<file path="config.mk">
export PLATFORM = sky130hd
export DESIGN_NAME = bus_response_mux
export DESIGN_NICKNAME = d
export VERILOG_FILES = /design/src/hw/cdi_bus_pkg.sv /design/src/hw/bus_response_mux.sv
export SDC_FILE = /design/constraint.sdc
export NUM_CORES = 1
export LEC_CHECK = 0
export BUFFER_PORTS_ARGS = -buffer_cell sky130_fd_sc_hd__buf_2
export CORE_MARGIN = 1.5
export CORE_UTILIZATION = 30
export DETAILED_ROUTE_END_ITERATION = 10
export PLACE_DENSITY_LB_ADDON = 0.25
export SLEW_MARGIN = 10
export SYNTH_ARGS = -nofsm -noshare
export SYNTH_HDL_FRONTEND = slang
export SYNTH_SLANG_ARGS = --single-unit
</file>
<file path="constraint.sdc">
create_clock -name vclk -period 1.4
set_input_delay 0.28 -clock vclk [all_inputs]
set_output_delay 0.28 -clock vclk [all_outputs]
set_load 0.05 [all_outputs]
</file>
<file path="src/hw/cdi_bus_pkg.sv">
package cdi_bus_pkg;

    // CPU side widths
    typedef logic [23:1] bus_addr_t;   // Word address, A0 is implied by the data strobes
    typedef logic [23:0] bus_baddr_t;  // Byte address as seen on the map
    typedef logic [15:0] bus_word_t;
    typedef logic [7:0]  bus_byte_t;
    typedef logic [7:0]  bus_page_t;   // Bits 23..16 of a byte address

    // One CPU access as presented by the 68070 bus
    typedef struct packed {
        bus_addr_t addr;
        bus_word_t wdata;
        logic      as;
        logic      uds;
        logic      lds;
        logic      write_strobe;
    } bus_req_t;

    // Attached-device chip selects
    typedef struct packed {
        logic mcd212;
        logic cdic;
        logic slave;
        logic nvram;
    } chip_sel_t;

    // Response of one device towards the CPU
    typedef struct packed {
        bus_word_t data;
        logic      ack;
    } bus_resp_t;

    // NVRAM read handshake
    typedef enum logic {
        NV_IDLE = 1'b0,
        NV_ACK  = 1'b1
    } nvram_phase_t;

    // MCD212 owns the low 2.5 MB and everything from 4 MB up below bit 23
    localparam bus_baddr_t MCD212_TOP  = 24'h27FFFF;
    localparam bus_baddr_t MCD212_HIGH = 24'h400000;

    // 64 kB pages of the peripherals
    localparam bus_page_t CDIC_PAGE  = 8'h30;
    localparam bus_page_t SLAVE_PAGE = 8'h31;
    localparam bus_page_t NVRAM_PAGE = 8'h32;

    // RAM areas with nothing behind them
    localparam bus_baddr_t RAM_ERR1_LO = 24'h600000;
    localparam bus_baddr_t RAM_ERR1_HI = 24'hD00000;  // Exclusive
    localparam bus_baddr_t RAM_ERR2_LO = 24'hF00000;

endpackage

</file>
<file path="src/hw/bus_response_mux.sv">
`timescale 1ns/1ns

module bus_response_mux (
    input  cdi_bus_pkg::chip_sel_t sel,
    input  logic                   iack4,
    input  cdi_bus_pkg::bus_resp_t nv_resp,
    input  cdi_bus_pkg::bus_resp_t slave_resp,
    input  cdi_bus_pkg::bus_resp_t cdic_resp,
    input  cdi_bus_pkg::bus_resp_t mcd212_resp,
    output cdi_bus_pkg::bus_word_t data_in,
    output logic                   bus_ack
);

    cdi_bus_pkg::bus_resp_t chosen;

    // Unmapped accesses complete with zero data so the CPU never hangs
    always_comb begin
        chosen.data = '0;
        chosen.ack  = 1'b1;

        if (iack4) begin
            // CDIC supplies its own vector
            chosen.data = cdic_resp.data;
            chosen.ack  = 1'b1;
        end else if (sel.slave) begin
            chosen = slave_resp;
        end else if (sel.cdic) begin
            chosen = cdic_resp;
        end else if (sel.nvram) begin
            chosen = nv_resp;
        end else if (sel.mcd212) begin
            chosen = mcd212_resp;
        end
    end

    assign data_in = chosen.data;
    assign bus_ack = chosen.ack;

endmodule

</file>
==> impl_metrics.tcl <==
set metrics [dict create \
    ioPinCount 90 \
    area_growth_pct 191.2 \
    violations "negative setup slack" \
    antenna_found_initial 0 \
    grt_pass1_vias 1060 \
    hold_end "data_in[4]" \
    first_pass_iters 4 \
    p_sw_share_pct 55.00 \
    routed_wirelength_um 4786 \
    drive_gt1_share_pct 74.33 \
    crit_path_start_kind "primary input" \
    nClkBuffers 0 \
    rsz0062_at_grt "yes" \
    dp.cells 204 \
    yosys_warnings 0 \
    report.final.slew_viol_count 0 \
    slew_headroom_pct 74.55 \
    die-area_um2 2155 \
    nFlopsAndLatches 0 \
    hold_viol 0 \
    dpl.hpwl_um 2094 \
    power_switching_mw 0.4366 \
    endpoint_kind "output port" \
    yosysMostFrequentCell "inv_1" \
    vdd_drop_max_uv 409.3 \
    power_frac_clock_pct 0 \
    dpl_worst_slack_ns -0.3674 \
    power.internal_mw 0.3572 \
    core_um2 1745 \
    fin_ws_ns -0.2006 \
    synth_area_um2 565.5 \
    period_minus_slack_ns 1.601 \
    grt_overflow 0 \
    use_met2_pct 66.39 \
    ant_nets 0 \
    synth.distinct_cells 19 \
    ys_seq_area_share_pct 0 \
    hold_path_class "primary input to output port" \
    status "finished, violations left" \
    worst_pin_slew_ns 0.3818 \
    setup_viol 17 \
    crit_fanout 4 \
    gp_congestion 0.6863 \
    worstPathRequired_ns 1.12 \
    p_leak_nw 0.8087 \
    start_util_pct 32.40 \
    synth_common_cells "inv_1 (16), nor2_1 (15), a22oi_1 (14)" \
    n_antenna_cell 0 \
    p_per_area_nw_per_um2 482.1 \
    grt_pass1_wl_um 5175 \
    min_from "cdic_resp[5]" \
    syn_avg_cell_area_um2 6.814 \
    yosys.area.top_type "a221oi_2" \
    fillers 51 \
    rows 15 \
    path_class "primary input to output port" \
    worstPathArrival_ns 1.32 \
    fin_cells 212 \
    gr-usage-all-layers_pct 33.76 \
    vias 1297 \
    nNetsFinal 262 \
    dieHeight_um 46.42 \
    multi_input_area_um2 753.2 \
    cap_violations 0 \
    drt-vias-per-instance 6.118 \
    drc 0 \
    netlist_top_cells_area "a221oi_2 (27%), a22oi_1 (19%), inv_1 (11%), nor2_1 (10%), a221oi_1 (6.2%)" \
    p_seq_share_pct 0 \
    syn-instance-count 83 \
    port_buffers 90 \
    die_w_um 46.42 \
    timing.fmax_ghz 0.6248 \
    combPwrFrac_pct 100.0 \
    synth_top_cell_area_share_pct 26.55 \
    grt_max_degree 20 \
    wl_per_cell_um 22.58 \
    top_usage_layer "met2" \
    syn_nets 156 \
    period_share_pct 114.3 \
    holdPathStages 4 \
    regArea_um2 0 \
    first_iter_violations 65 \
    grtUsageMet3_pct 3.529 \
    use_met1_pct 36.87 \
]
[stage by stage]
| stage | utilization (%) | instance area (um^2) | hold WS [ns] | setup TNS, ns | total power [mW] |
|---|---|---|---|---|---|
| floorplan | - | 812.0 | 0.7608 | -2.047 | 0.4303 |
| global placement | 76.20 | 1330 | 0.9971 | -5.210 | 0.5986 |
| detailed placement | 76.20 | 1330 | 1.002 | -5.423 | 0.6107 |
| CTS | 87.60 | 1529 | 0.9542 | -2.080 | 0.7149 |
| global route | 94.34 | 1647 | 0.9739 | -3.216 | 0.8175 |
| finish | 94.34 | 1647 | 0.9594 | -2.737 | 0.7939 |
[kinds of logic after synthesis]
| kind of cell | after synthesis | share of synthesized area, % |
|---|---|---|
| and+or+nand+nor | 22 | 16.81 |
| buffers and inverters | 24 | 19.03 |
| AOI/OAI and AO/OA | 37 | 64.16 |
[area by class of cell]
class	instances	area share, %
Tap cell	25	1.900
Inverter	17	4.027
Multi-Input combinational cell	61	45.74
Timing Repair Buffer	109	48.33
[critical path: stages]
cell and delay (ns):
buf_8 0.08, buf_6 0.12, nand2b_4 0.06, buf_6 0.12
buf_6 0.12, buf_6 0.11, o221a_4 0.28, buf_8 0.15
[layout by cell type, fill, tap and decap left out, drive strengths merged]
cell | synthesis | final
nor2 | 15 | 15
inv | 17 | 17
a21oi | 2 | 2
a221o | 1 | 1
nand2b | 1 | 1
a211oi | 1 | 1
a21o | 1 | 2
o211ai | 2 | 2
a22oi | 14 | 14
nor3 | 1 | 1
and2b | 1 | 2
buf | 7 | 109
nand2 | 4 | 4
a221oi | 14 | 14
o221a | 2 | 2
[power by group through the flow]
| stage | registers [mW] | logic, mW | clock network, mW |
|---|---|---|---|
| detailed placement | 0 | 0.611 | 0 |
| global route | 0 | 0.818 | 0 |
| global placement | 0 | 0.599 | 0 |
| CTS | 0 | 0.715 | 0 |
| finish | 0 | 0.794 | 0 |
| floorplan | 0 | 0.430 | 0 |
[layer usage]
layer  vias up  part of all wire (%)
met5         -                     0
met4         0                   5.7
met3        34                    10
met2       153                    50
met1       582                    34
li1        528                     -
[worst max-delay path by stage]
stage            from           to  slack (ns)  cells past startpoint
2_1_floorplan  sel[0]   data_in[3]       -0.18                      4
3_3_place_gp   sel[0]   data_in[2]       -0.33                      5
3_5_place_dp   sel[0]   data_in[9]       -0.37                      5
4_1_cts        sel[0]   data_in[9]       -0.14                      5
5_1_grt        sel[0]  data_in[15]       -0.23                      5
6_report       sel[1]  data_in[13]       -0.20                      8
[what timing repair did]
item,4_1_cts,5_1_grt
hold buffers,0,0
cloned,2,0
endpoints found under the setup margin,17,17
setup buffers,0,6
gates resized for setup,55,16
pin swaps,9,8
Power figures use the tool's default switching activity.
