`src/hw/cdi_bus_pkg.sv`:
```
package cdi_bus_pkg;

    // CPU side widths
    typedef logic [23:1] bus_addr_t;   // Word address, A0 is implied by the data strobes
    typedef logic [23:0] bus_baddr_t;  // Byte address as seen on the map
    typedef logic [15:0] bus_word_t;
    typedef logic [7:0]  bus_byte_t;
    typedef logic [7:0]  bus_page_t;   // Bits 23..16 of a byte address

    // One CPU access as presented by the 68070 bus
    typedef struct packed {
        bus_addr_t addr;
        bus_word_t wdata;
        logic      as;
        logic      uds;
        logic      lds;
        logic      write_strobe;
    } bus_req_t;

    // Attached-device chip selects
    typedef struct packed {
        logic mcd212;
        logic cdic;
        logic slave;
        logic nvram;
    } chip_sel_t;

    // Response of one device towards the CPU
    typedef struct packed {
        bus_word_t data;
        logic      ack;
    } bus_resp_t;

    // NVRAM read handshake
    typedef enum logic {
        NV_IDLE = 1'b0,
        NV_ACK  = 1'b1
    } nvram_phase_t;

    // MCD212 owns the low 2.5 MB and everything from 4 MB up below bit 23
    localparam bus_baddr_t MCD212_TOP  = 24'h27FFFF;
    localparam bus_baddr_t MCD212_HIGH = 24'h400000;

    // 64 kB pages of the peripherals
    localparam bus_page_t CDIC_PAGE  = 8'h30;
    localparam bus_page_t SLAVE_PAGE = 8'h31;
    localparam bus_page_t NVRAM_PAGE = 8'h32;

    // RAM areas with nothing behind them
    localparam bus_baddr_t RAM_ERR1_LO = 24'h600000;
    localparam bus_baddr_t RAM_ERR1_HI = 24'hD00000;  // Exclusive
    localparam bus_baddr_t RAM_ERR2_LO = 24'hF00000;

endpackage

```
`src/hw/attex_decoder.sv`:
```
`timescale 1ns/1ns

module attex_decoder (
    input  cdi_bus_pkg::bus_req_t  req,
    output cdi_bus_pkg::chip_sel_t sel,
    output logic                   bus_err
);

    cdi_bus_pkg::bus_baddr_t baddr;
    cdi_bus_pkg::bus_page_t  page;

    logic in_mcd212;
    logic in_err1;
    logic in_err2;
    logic any_strobe;

    assign baddr = {req.addr, 1'b0};
    assign page  = baddr[23:16];

    // MCD212 window, bit 23 keeps the upper RAM areas out
    assign in_mcd212 = ((baddr <= cdi_bus_pkg::MCD212_TOP) ||
                        (baddr >= cdi_bus_pkg::MCD212_HIGH)) && !baddr[23];

    assign in_err1 = (baddr >= cdi_bus_pkg::RAM_ERR1_LO) &&
                     (baddr <  cdi_bus_pkg::RAM_ERR1_HI);
    assign in_err2 = baddr >= cdi_bus_pkg::RAM_ERR2_LO;

    assign any_strobe = req.uds || req.lds;

    always_comb begin
        sel.mcd212 = in_mcd212 && req.as;
        sel.cdic   = (page == cdi_bus_pkg::CDIC_PAGE) && req.as;
        sel.slave  = (page == cdi_bus_pkg::SLAVE_PAGE) && req.as;
        sel.nvram  = (page == cdi_bus_pkg::NVRAM_PAGE) && req.as;
    end

    // No error on an address-only cycle
    assign bus_err = (in_err1 || in_err2) && req.as && any_strobe;

endmodule

```
`config.mk`:
```
export PLATFORM = sky130hd
export DESIGN_NAME = attex_decoder
export DESIGN_NICKNAME = d
export VERILOG_FILES = /design/src/hw/cdi_bus_pkg.sv /design/src/hw/attex_decoder.sv
export SDC_FILE = /design/constraint.sdc
export NUM_CORES = 1
export LEC_CHECK = 0
export BUFFER_PORTS_ARGS = -buffer_cell sky130_fd_sc_hd__buf_2
export CORE_AREA = 2 2 39 41
export DETAILED_ROUTE_END_ITERATION = 8
export DIE_AREA = 0 0 41 43
export GPL_ROUTABILITY_DRIVEN = 0
export SYNTH_ARGS = -nofsm -noshare
export SYNTH_HDL_FRONTEND = slang
export SYNTH_SLANG_ARGS = --single-unit
```
`constraint.sdc`:
```
create_clock -name vclk -period 0.9
set_clock_uncertainty 0.15 [all_clocks]
set_input_delay 0.09 -clock vclk [all_inputs]
set_output_delay 0.09 -clock vclk [all_outputs]
set_load 0.01 [all_outputs]
```
==> results.toml, run 1 <==
[grt]
grt_max_degree = 5
overflow = 0
grt_usage_pct = 4.80
grt_pass1_vias = 172
antenna_found_initial = 0
grt_pass1_wl_um = 648

[timing]
max_freq_ghz = 0.835
period_needed_ps = 1200
setup-violations-final = 5
fin_ws_ps = -298
holdWs_ps = 335
period_share_pct = 133
hold_violations = 0
slew_headroom_pct = 86.5
drv_slew = 0
rsz0062_at_grt = "yes"
tightest_slew_ps = 201

[power]
p_int_w = 0.0000762
switching_share_pct = 39.9
ir_drop_uv = 130
clockPowerShare_pct = 0
fin_total_pwr_w = 0.000127
p_per_area_nw_per_um2 = 370
pwr-share-comb_pct = 100.0
seqPwrFrac_pct = 0
power.leakage_nw = 0.157
switchingPower_w = 0.0000506

[synth]
ys_seq_area_share_pct = 0
synth_common_cells = "nor2_1, nor4_1, nor4b_2, o21ai_0"
syn_area_um2 = 106
yosysWarnings = 0
synth_cells = 15
ys_types = 10
synth.most_common_cell = "nor2_1"
yosysTopAreaCell = "nor4b_2"
synth.top_cell.area_share_pct = 28.2
synth.area.top_cells = "nor4b_2, nor4_1, mux2_2"
avgSynthCellArea_um2 = 7.09
synth_fp_nets = 58

[placement]
dp_hpwl_um = 348
io_buffers = 16
place_area_um2 = 265
place_ws_ps = -334

[floorplan]
io_pins = 48
core_area_um2 = 1380
chipWidth_um = 41
die_area_um2 = 1760
floorplan.initialDensity_pct = 7.69
fp.dieH_um = 43
rows = 14

[cells_and_area]
antennaDiodeCount = 0
drive_above_1_share_pct = 85.3
area_delta_synth_final_pct = 222
multiInputGateArea_um2 = 168
n_fill_cell = 148
seq_cells = 0
nets = 79
num-clock-buffers = 0
final_area_um2 = 343
final_util_pct = 24.8
final-seq-area_um2 = 0

[route]
antenna_left = 0
drtIter0Drc = 0
num_vias = 191
wire_per_inst_um = 8.70
drc_errors = 0
postRouteWirelength_um = 435
dr.pass1.iters = 1
viasPerCell = 3.82

[critical_path]
cp-start-kind = "input pin"
path_class = "in2out"
arrival_ps = 960
crit_start = "req[37]"
cp-end-kind = "output port"
cp.required_ps = 660
path_max_fanout = 3

[min_path]
min_to = "sel[2]"
hold_depth = 3
min_from = "req[35]"
worstHoldPathType = "in2out"

[outcome]
violations = "negative setup slack"
outcome = "finished, violations left"

[clock_tree]
hold_buffers = 0

[flow_run]
max_cap_viol_count = 0
critical path: stages:
cell and delay [ps]:
buf_6 90, nor4b_4 270, nand2_2 140, nor4b_4 210, buf_2 160
cell type report:
type,count,share of cell area (%)
inverter,1,1.09
multi-input combinational,14,48.9
timing repair buffer,19,44.2
tap,16,5.84
kinds of logic (layout without fill, tap and decap cells):
family	count (synthesis)	in the layout	synth area share (%)
and+or+nand+nor	10	10	69.4
AOI/OAI and AO/OA	3	3	16.5
muxes	1	1	10.6
buffers and inverters	1	20	3.53
layout by cell type, fill, tap and decap left out, types with 2 or more instances in the layout:
master and n:
buf_6 7, nor4b_4 2, buf_2 10, nor2_1 2
repair_timing:
| action | CTS | global route |
|---|---|---|
| gates resized for setup | 12 | 5 |
| endpoints found under the setup margin | 5 | 5 |
| buffers inserted | 1 | 0 |
| pin swaps | 7 | 2 |
routing by layer:
metal  vias up  wire [um]  track usage (%)
met5         -          0                0
met4         0          0                0
met3         0         47                0
met2        11        230             10.3
met1        84        156             4.75
li1         96          -                -
power groups by stage:
stage / clock network, W / logic, W / registers, W
after floorplan: 0 / 0.0000363 / 0
after global routing: 0 / 0.000137 / 0
after detailed placement: 0 / 0.0000908 / 0
after CTS: 0 / 0.000120 / 0
final: 0 / 0.000127 / 0
after global placement: 0 / 0.0000900 / 0
per-stage QoR:
stage | TNS [ps] | instances
floorplan | -181 | 15
global placement | -1170 | 49
detailed placement | -1180 | 49
CTS | -1060 | 50
global route | -1210 | 50
finish | -929 | 50
worst max-delay path by stage:
stage | end | cells past startpoint
4_1_cts | sel[1] | 5
2_1_floorplan | sel[1] | 3
6_report | sel[1] | 5
5_1_grt | sel[1] | 5
3_3_place_gp | sel[1] | 5
3_5_place_dp | sel[1] | 5
Note: power is estimated with default switching activity, not from simulation.
==> run 2, diff against run 1 <==
--- a/config.mk
+++ b/config.mk
@@ -6,10 +6,13 @@
 export NUM_CORES = 1
 export LEC_CHECK = 0
 export BUFFER_PORTS_ARGS = -buffer_cell sky130_fd_sc_hd__buf_2
+export CELL_PAD_IN_SITES_DETAIL_PLACEMENT = 2
+export CELL_PAD_IN_SITES_GLOBAL_PLACEMENT = 2
 export CORE_AREA = 2 2 39 41
 export DETAILED_ROUTE_END_ITERATION = 8
 export DIE_AREA = 0 0 41 43
 export GPL_ROUTABILITY_DRIVEN = 0
+export PLACE_DENSITY_LB_ADDON = 0.1
 export SYNTH_ARGS = -nofsm -noshare
 export SYNTH_HDL_FRONTEND = slang
 export SYNTH_SLANG_ARGS = --single-unit
==> run 2 against run 1 <==
Compared with the run above: the run still ends with negative setup slack left; setup slack worse by 70 ps; fmax is 5.6% lower; critical path depth stayed put; die area stayed put; via count is 6.3% higher; critical endpoint unchanged; utilization is 0.45 points higher; largest cell class unchanged.
==> results.toml, run 2 (same netlist as run 1, synthesis figures left out) <==
[route]
dr.pass1.iters = 1
antenna_left = 0
viasPerCell = 4.06
postRouteWirelength_um = 520
drtIter0Drc = 0
num_vias = 203
drc_errors = 0
wire_per_inst_um = 10.4

[critical_path]
critPathMostFrequentCell = "nor4b_4"
crit_chain = "buf_6 > nor4b_4 > nand2_2 > nor4b_4 > buf_2"
cp-end-kind = "output port"
path_class = "in2out"
crit_buf_inv = 2
arrival_ps = 1030
cpPeakStageDelay_ps = 280
path_max_fanout = 2
path_delay_family = "simple AND/OR/NAND/NOR gates"
cp.required_ps = 660
slowest_stage = "nor4b_4"
cp-start-kind = "input pin"

[floorplan]
rows = 14
floorplan.initialDensity_pct = 7.69
die_area_um2 = 1760
core_area_um2 = 1380
chipWidth_um = 41
io_pins = 48
fp.dieH_um = 43

[power]
p_per_area_nw_per_um2 = 353
p_int_w = 0.0000711
switching_share_pct = 42.4
power.leakage_nw = 0.162
seqPwrFrac_pct = 0
pwr-share-comb_pct = 100.0
clockPowerShare_pct = 0
fin_total_pwr_w = 0.000123
switchingPower_w = 0.0000523
ir_drop_uv = 80.8

[timing]
max_freq_ghz = 0.789
hold_violations = 0
period_share_pct = 141
rsz0062_at_grt = "yes"
fin_ws_ps = -368
period_needed_ps = 1270
setup-violations-final = 5
tightest_slew_ps = 215
drv_slew = 0
slew_headroom_pct = 85.6
setup_tns_ps = -1300

[placement]
io_buffers = 16
dp_hpwl_um = 425

[cells_and_area]
multiInputGateArea_um2 = 171
antennaDiodeCount = 0
seq_cells = 0
final-seq-area_um2 = 0
nets = 79
drive_above_1_share_pct = 85.3
final_util_pct = 25.2
n_fill_cell = 160
num-clock-buffers = 0
layout_commonest_cell = "buf_2"
area_delta_synth_final_pct = 228
layout_common_cells = "buf_2, buf_6, nor2_1, nor4b_4, nor4_4"

[grt]
antenna_found_initial = 0
grt_max_degree = 5
grt_pass1_wl_um = 738
grt_pass1_vias = 186
overflow = 0
grt_usage_pct = 5.59

[flow_run]
max_cap_viol_count = 0

[outcome]
outcome = "finished, violations left"
violations = "negative setup slack"

[min_path]
worstHoldPathType = "in2out"
run 2: power by group through the flow:
stage / Combinational [W] / Sequential (W) / Clock [W]
after floorplan: 0.0000363 / 0 / 0
after global placement: 0.0000904 / 0 / 0
after detailed placement: 0.0000914 / 0 / 0
after CTS: 0.000118 / 0 / 0
after global routing: 0.000132 / 0 / 0
final: 0.000123 / 0 / 0
run 2: path summary, 6_finish.rpt:
path	cells past startpoint	startpoint	end
hold / removal	3	req[36]	sel[2]
setup / recovery	5	req[38]	sel[1]
run 2: through the flow:
stage	instances	cell area [um2]	setup slack (ps)	hold slack [ps]
after floorplan	15	150	-85.7	56.1
after CTS	50	333	-365	337
final	50	349	-368	353
after global routing	50	349	-427	367
after global placement	49	265	-334	336
after detailed placement	49	265	-369	343
run 2: layout make-up:
cell class | count | share of cell area [%]
inverters | 1 | 1.08
multi-input cells | 14 | 49.1
well taps | 16 | 5.73
repair buffers | 19 | 44.1
run 2: timing repair:
action	in CTS	in global routing
hold buffers	0	0
setup endpoints to repair	5	5
pin swaps	7	2
buffers inserted	1	0
resized for setup	13	3
hold endpoints to repair	0	0
run 2: tightest hold or removal path: cells and delay by family:
kind,cells,cell delay (ps)
buf+inv,2,260
simple gates,1,60
run 2: routing by layer:
metal | global-route usage, % | vias to the layer above | wire length [um]
met5 | 0 | - | 0
met4 | 0 | 0 | 0
met3 | 0 | 0 | 32
li1 | - | 97 | -
met2 | 10.6 | 7 | 310
met1 | 6.96 | 99 | 177
==> run 3, diff against run 2 <==
--- a/config.mk
+++ b/config.mk
@@ -12,7 +12,7 @@
 export DETAILED_ROUTE_END_ITERATION = 8
 export DIE_AREA = 0 0 41 43
 export GPL_ROUTABILITY_DRIVEN = 0
-export PLACE_DENSITY_LB_ADDON = 0.1
+export PLACE_DENSITY_LB_ADDON = 0.12
 export SYNTH_ARGS = -nofsm -noshare
 export SYNTH_HDL_FRONTEND = slang
 export SYNTH_SLANG_ARGS = --single-unit
==> run 3 against run 2 <==
Compared with the run above: the flow still finishes with violations (negative setup slack); power down 3.6%; die area unchanged; final area down 8.6%; non-clock buffer count unchanged; sequential share of layout area unchanged; worst hold slack worse by 15 ps; highest routed layer unchanged.
==> results.toml, run 3 (same netlist as run 1, synthesis figures left out) <==
[floorplan]
chipWidth_um = 41
fp.dieH_um = 43
floorplan.initialDensity_pct = 7.69
die_area_um2 = 1760
core_area_um2 = 1380
rows = 14
io_pins = 48

[timing]
fin_ws_ps = -313
max_freq_ghz = 0.824
setup-violations-final = 5
period_share_pct = 135
slew_headroom_pct = 86.5
rsz0062_at_grt = "yes"
tightest_slew_ps = 202
hold_violations = 0
setup_tns_ps = -1030
drv_slew = 0
period_needed_ps = 1210

[route]
num_vias = 198
antenna_left = 0
drtIter0Drc = 0
dr.pass1.iters = 1
wire_per_inst_um = 10.7
drc_errors = 0
postRouteWirelength_um = 534
viasPerCell = 3.96

[critical_path]
path_class = "in2out"
path_max_fanout = 3
critPathMostFrequentCell = "nor4b_4"
cp-start-kind = "input pin"
cpPeakStageDelay_ps = 270
crit_buf_inv = 2
crit_chain = "buf_6 > nor4b_4 > nand2_2 > nor4b_4 > buf_2"
arrival_ps = 970
cp-end-kind = "output port"
cp.required_ps = 660
slowest_stage = "nor4b_4"
path_delay_family = "simple AND/OR/NAND/NOR gates"

[power]
p_per_area_nw_per_um2 = 373
ir_drop_uv = 105
power.leakage_nw = 0.150
fin_total_pwr_w = 0.000119

[flow_run]
max_cap_viol_count = 0

[grt]
grt_max_degree = 5
overflow = 0
grt_pass1_wl_um = 890
antenna_found_initial = 0
grt_usage_pct = 7.19
grt_pass1_vias = 216

[placement]
dp_hpwl_um = 448
io_buffers = 16

[cells_and_area]
drive_above_1_share_pct = 85.3
layout_common_cells = "buf_2, nor2_1, buf_6, buf_4, nor4b_4"
area_delta_synth_final_pct = 200
layout_commonest_cell = "buf_2"
seq_cells = 0
final-seq-area_um2 = 0
num-clock-buffers = 0
antennaDiodeCount = 0
final_util_pct = 23.1
nets = 79

[min_path]
min_from = "req[35]"
min_to = "sel[2]"
worstHoldPathType = "in2out"
hold_depth = 3

[outcome]
violations = "negative setup slack"
outcome = "finished, violations left"
[run 3: cell counts in the layout (fill, tap and decap cells not counted)]
No cell type changed its count.
[run 3: area by class of cell]
type               instances  area [um2]
fillers                  160        1060
multi-input cells         14         164
repair buffers            19         131
well taps                 16        20.0
inverters                  1        3.75
[run 3: repair_timing]
action                                  CTS  global route
pin swaps                                 4             2
endpoints found under the setup margin    5             5
buffers inserted                          1             0
hold buffers                              0             0
gates resized for setup                  11             1
[run 3: through the flow]
stage               hold WS [ps]  setup WS, ps  cells  area [um2]
floorplan                   56.1         -85.7     15         150
global placement             338          -336     49         265
detailed placement           345          -337     49         265
CTS                          333          -317     50         315
global route                 355          -347     50         319
finish                       338          -313     50         319
[run 3: worst max-delay path by stage]
stage                   to  slack [ps]  cells after the start     from
CTS                 sel[2]        -320                      5  req[38]
global placement    sel[1]        -340                      5  req[38]
detailed placement  sel[1]        -340                      5  req[38]
finish              sel[1]        -310                      5  req[38]
floorplan           sel[1]         -90                      3  req[38]
global route        sel[1]        -350                      5  req[38]
[run 3: routing by layer]
metal  up-vias  share of wire [%]  global-route usage (%)
met1        95                 29                    7.59
met3         0                5.1                   0.524
met2         6                 66                    14.7
li1         97                  -                       -
met5         -                  0                       0
met4         0                  0                       0
[run 3: power by group]
group / internal (W) / switching [W] / total [W] / leakage [nW]
logic: 0.0000676 / 0.0000513 / 0.000119 / 0.150
registers: 0 / 0 / 0 / 0
clock network: 0 / 0 / 0 / 0
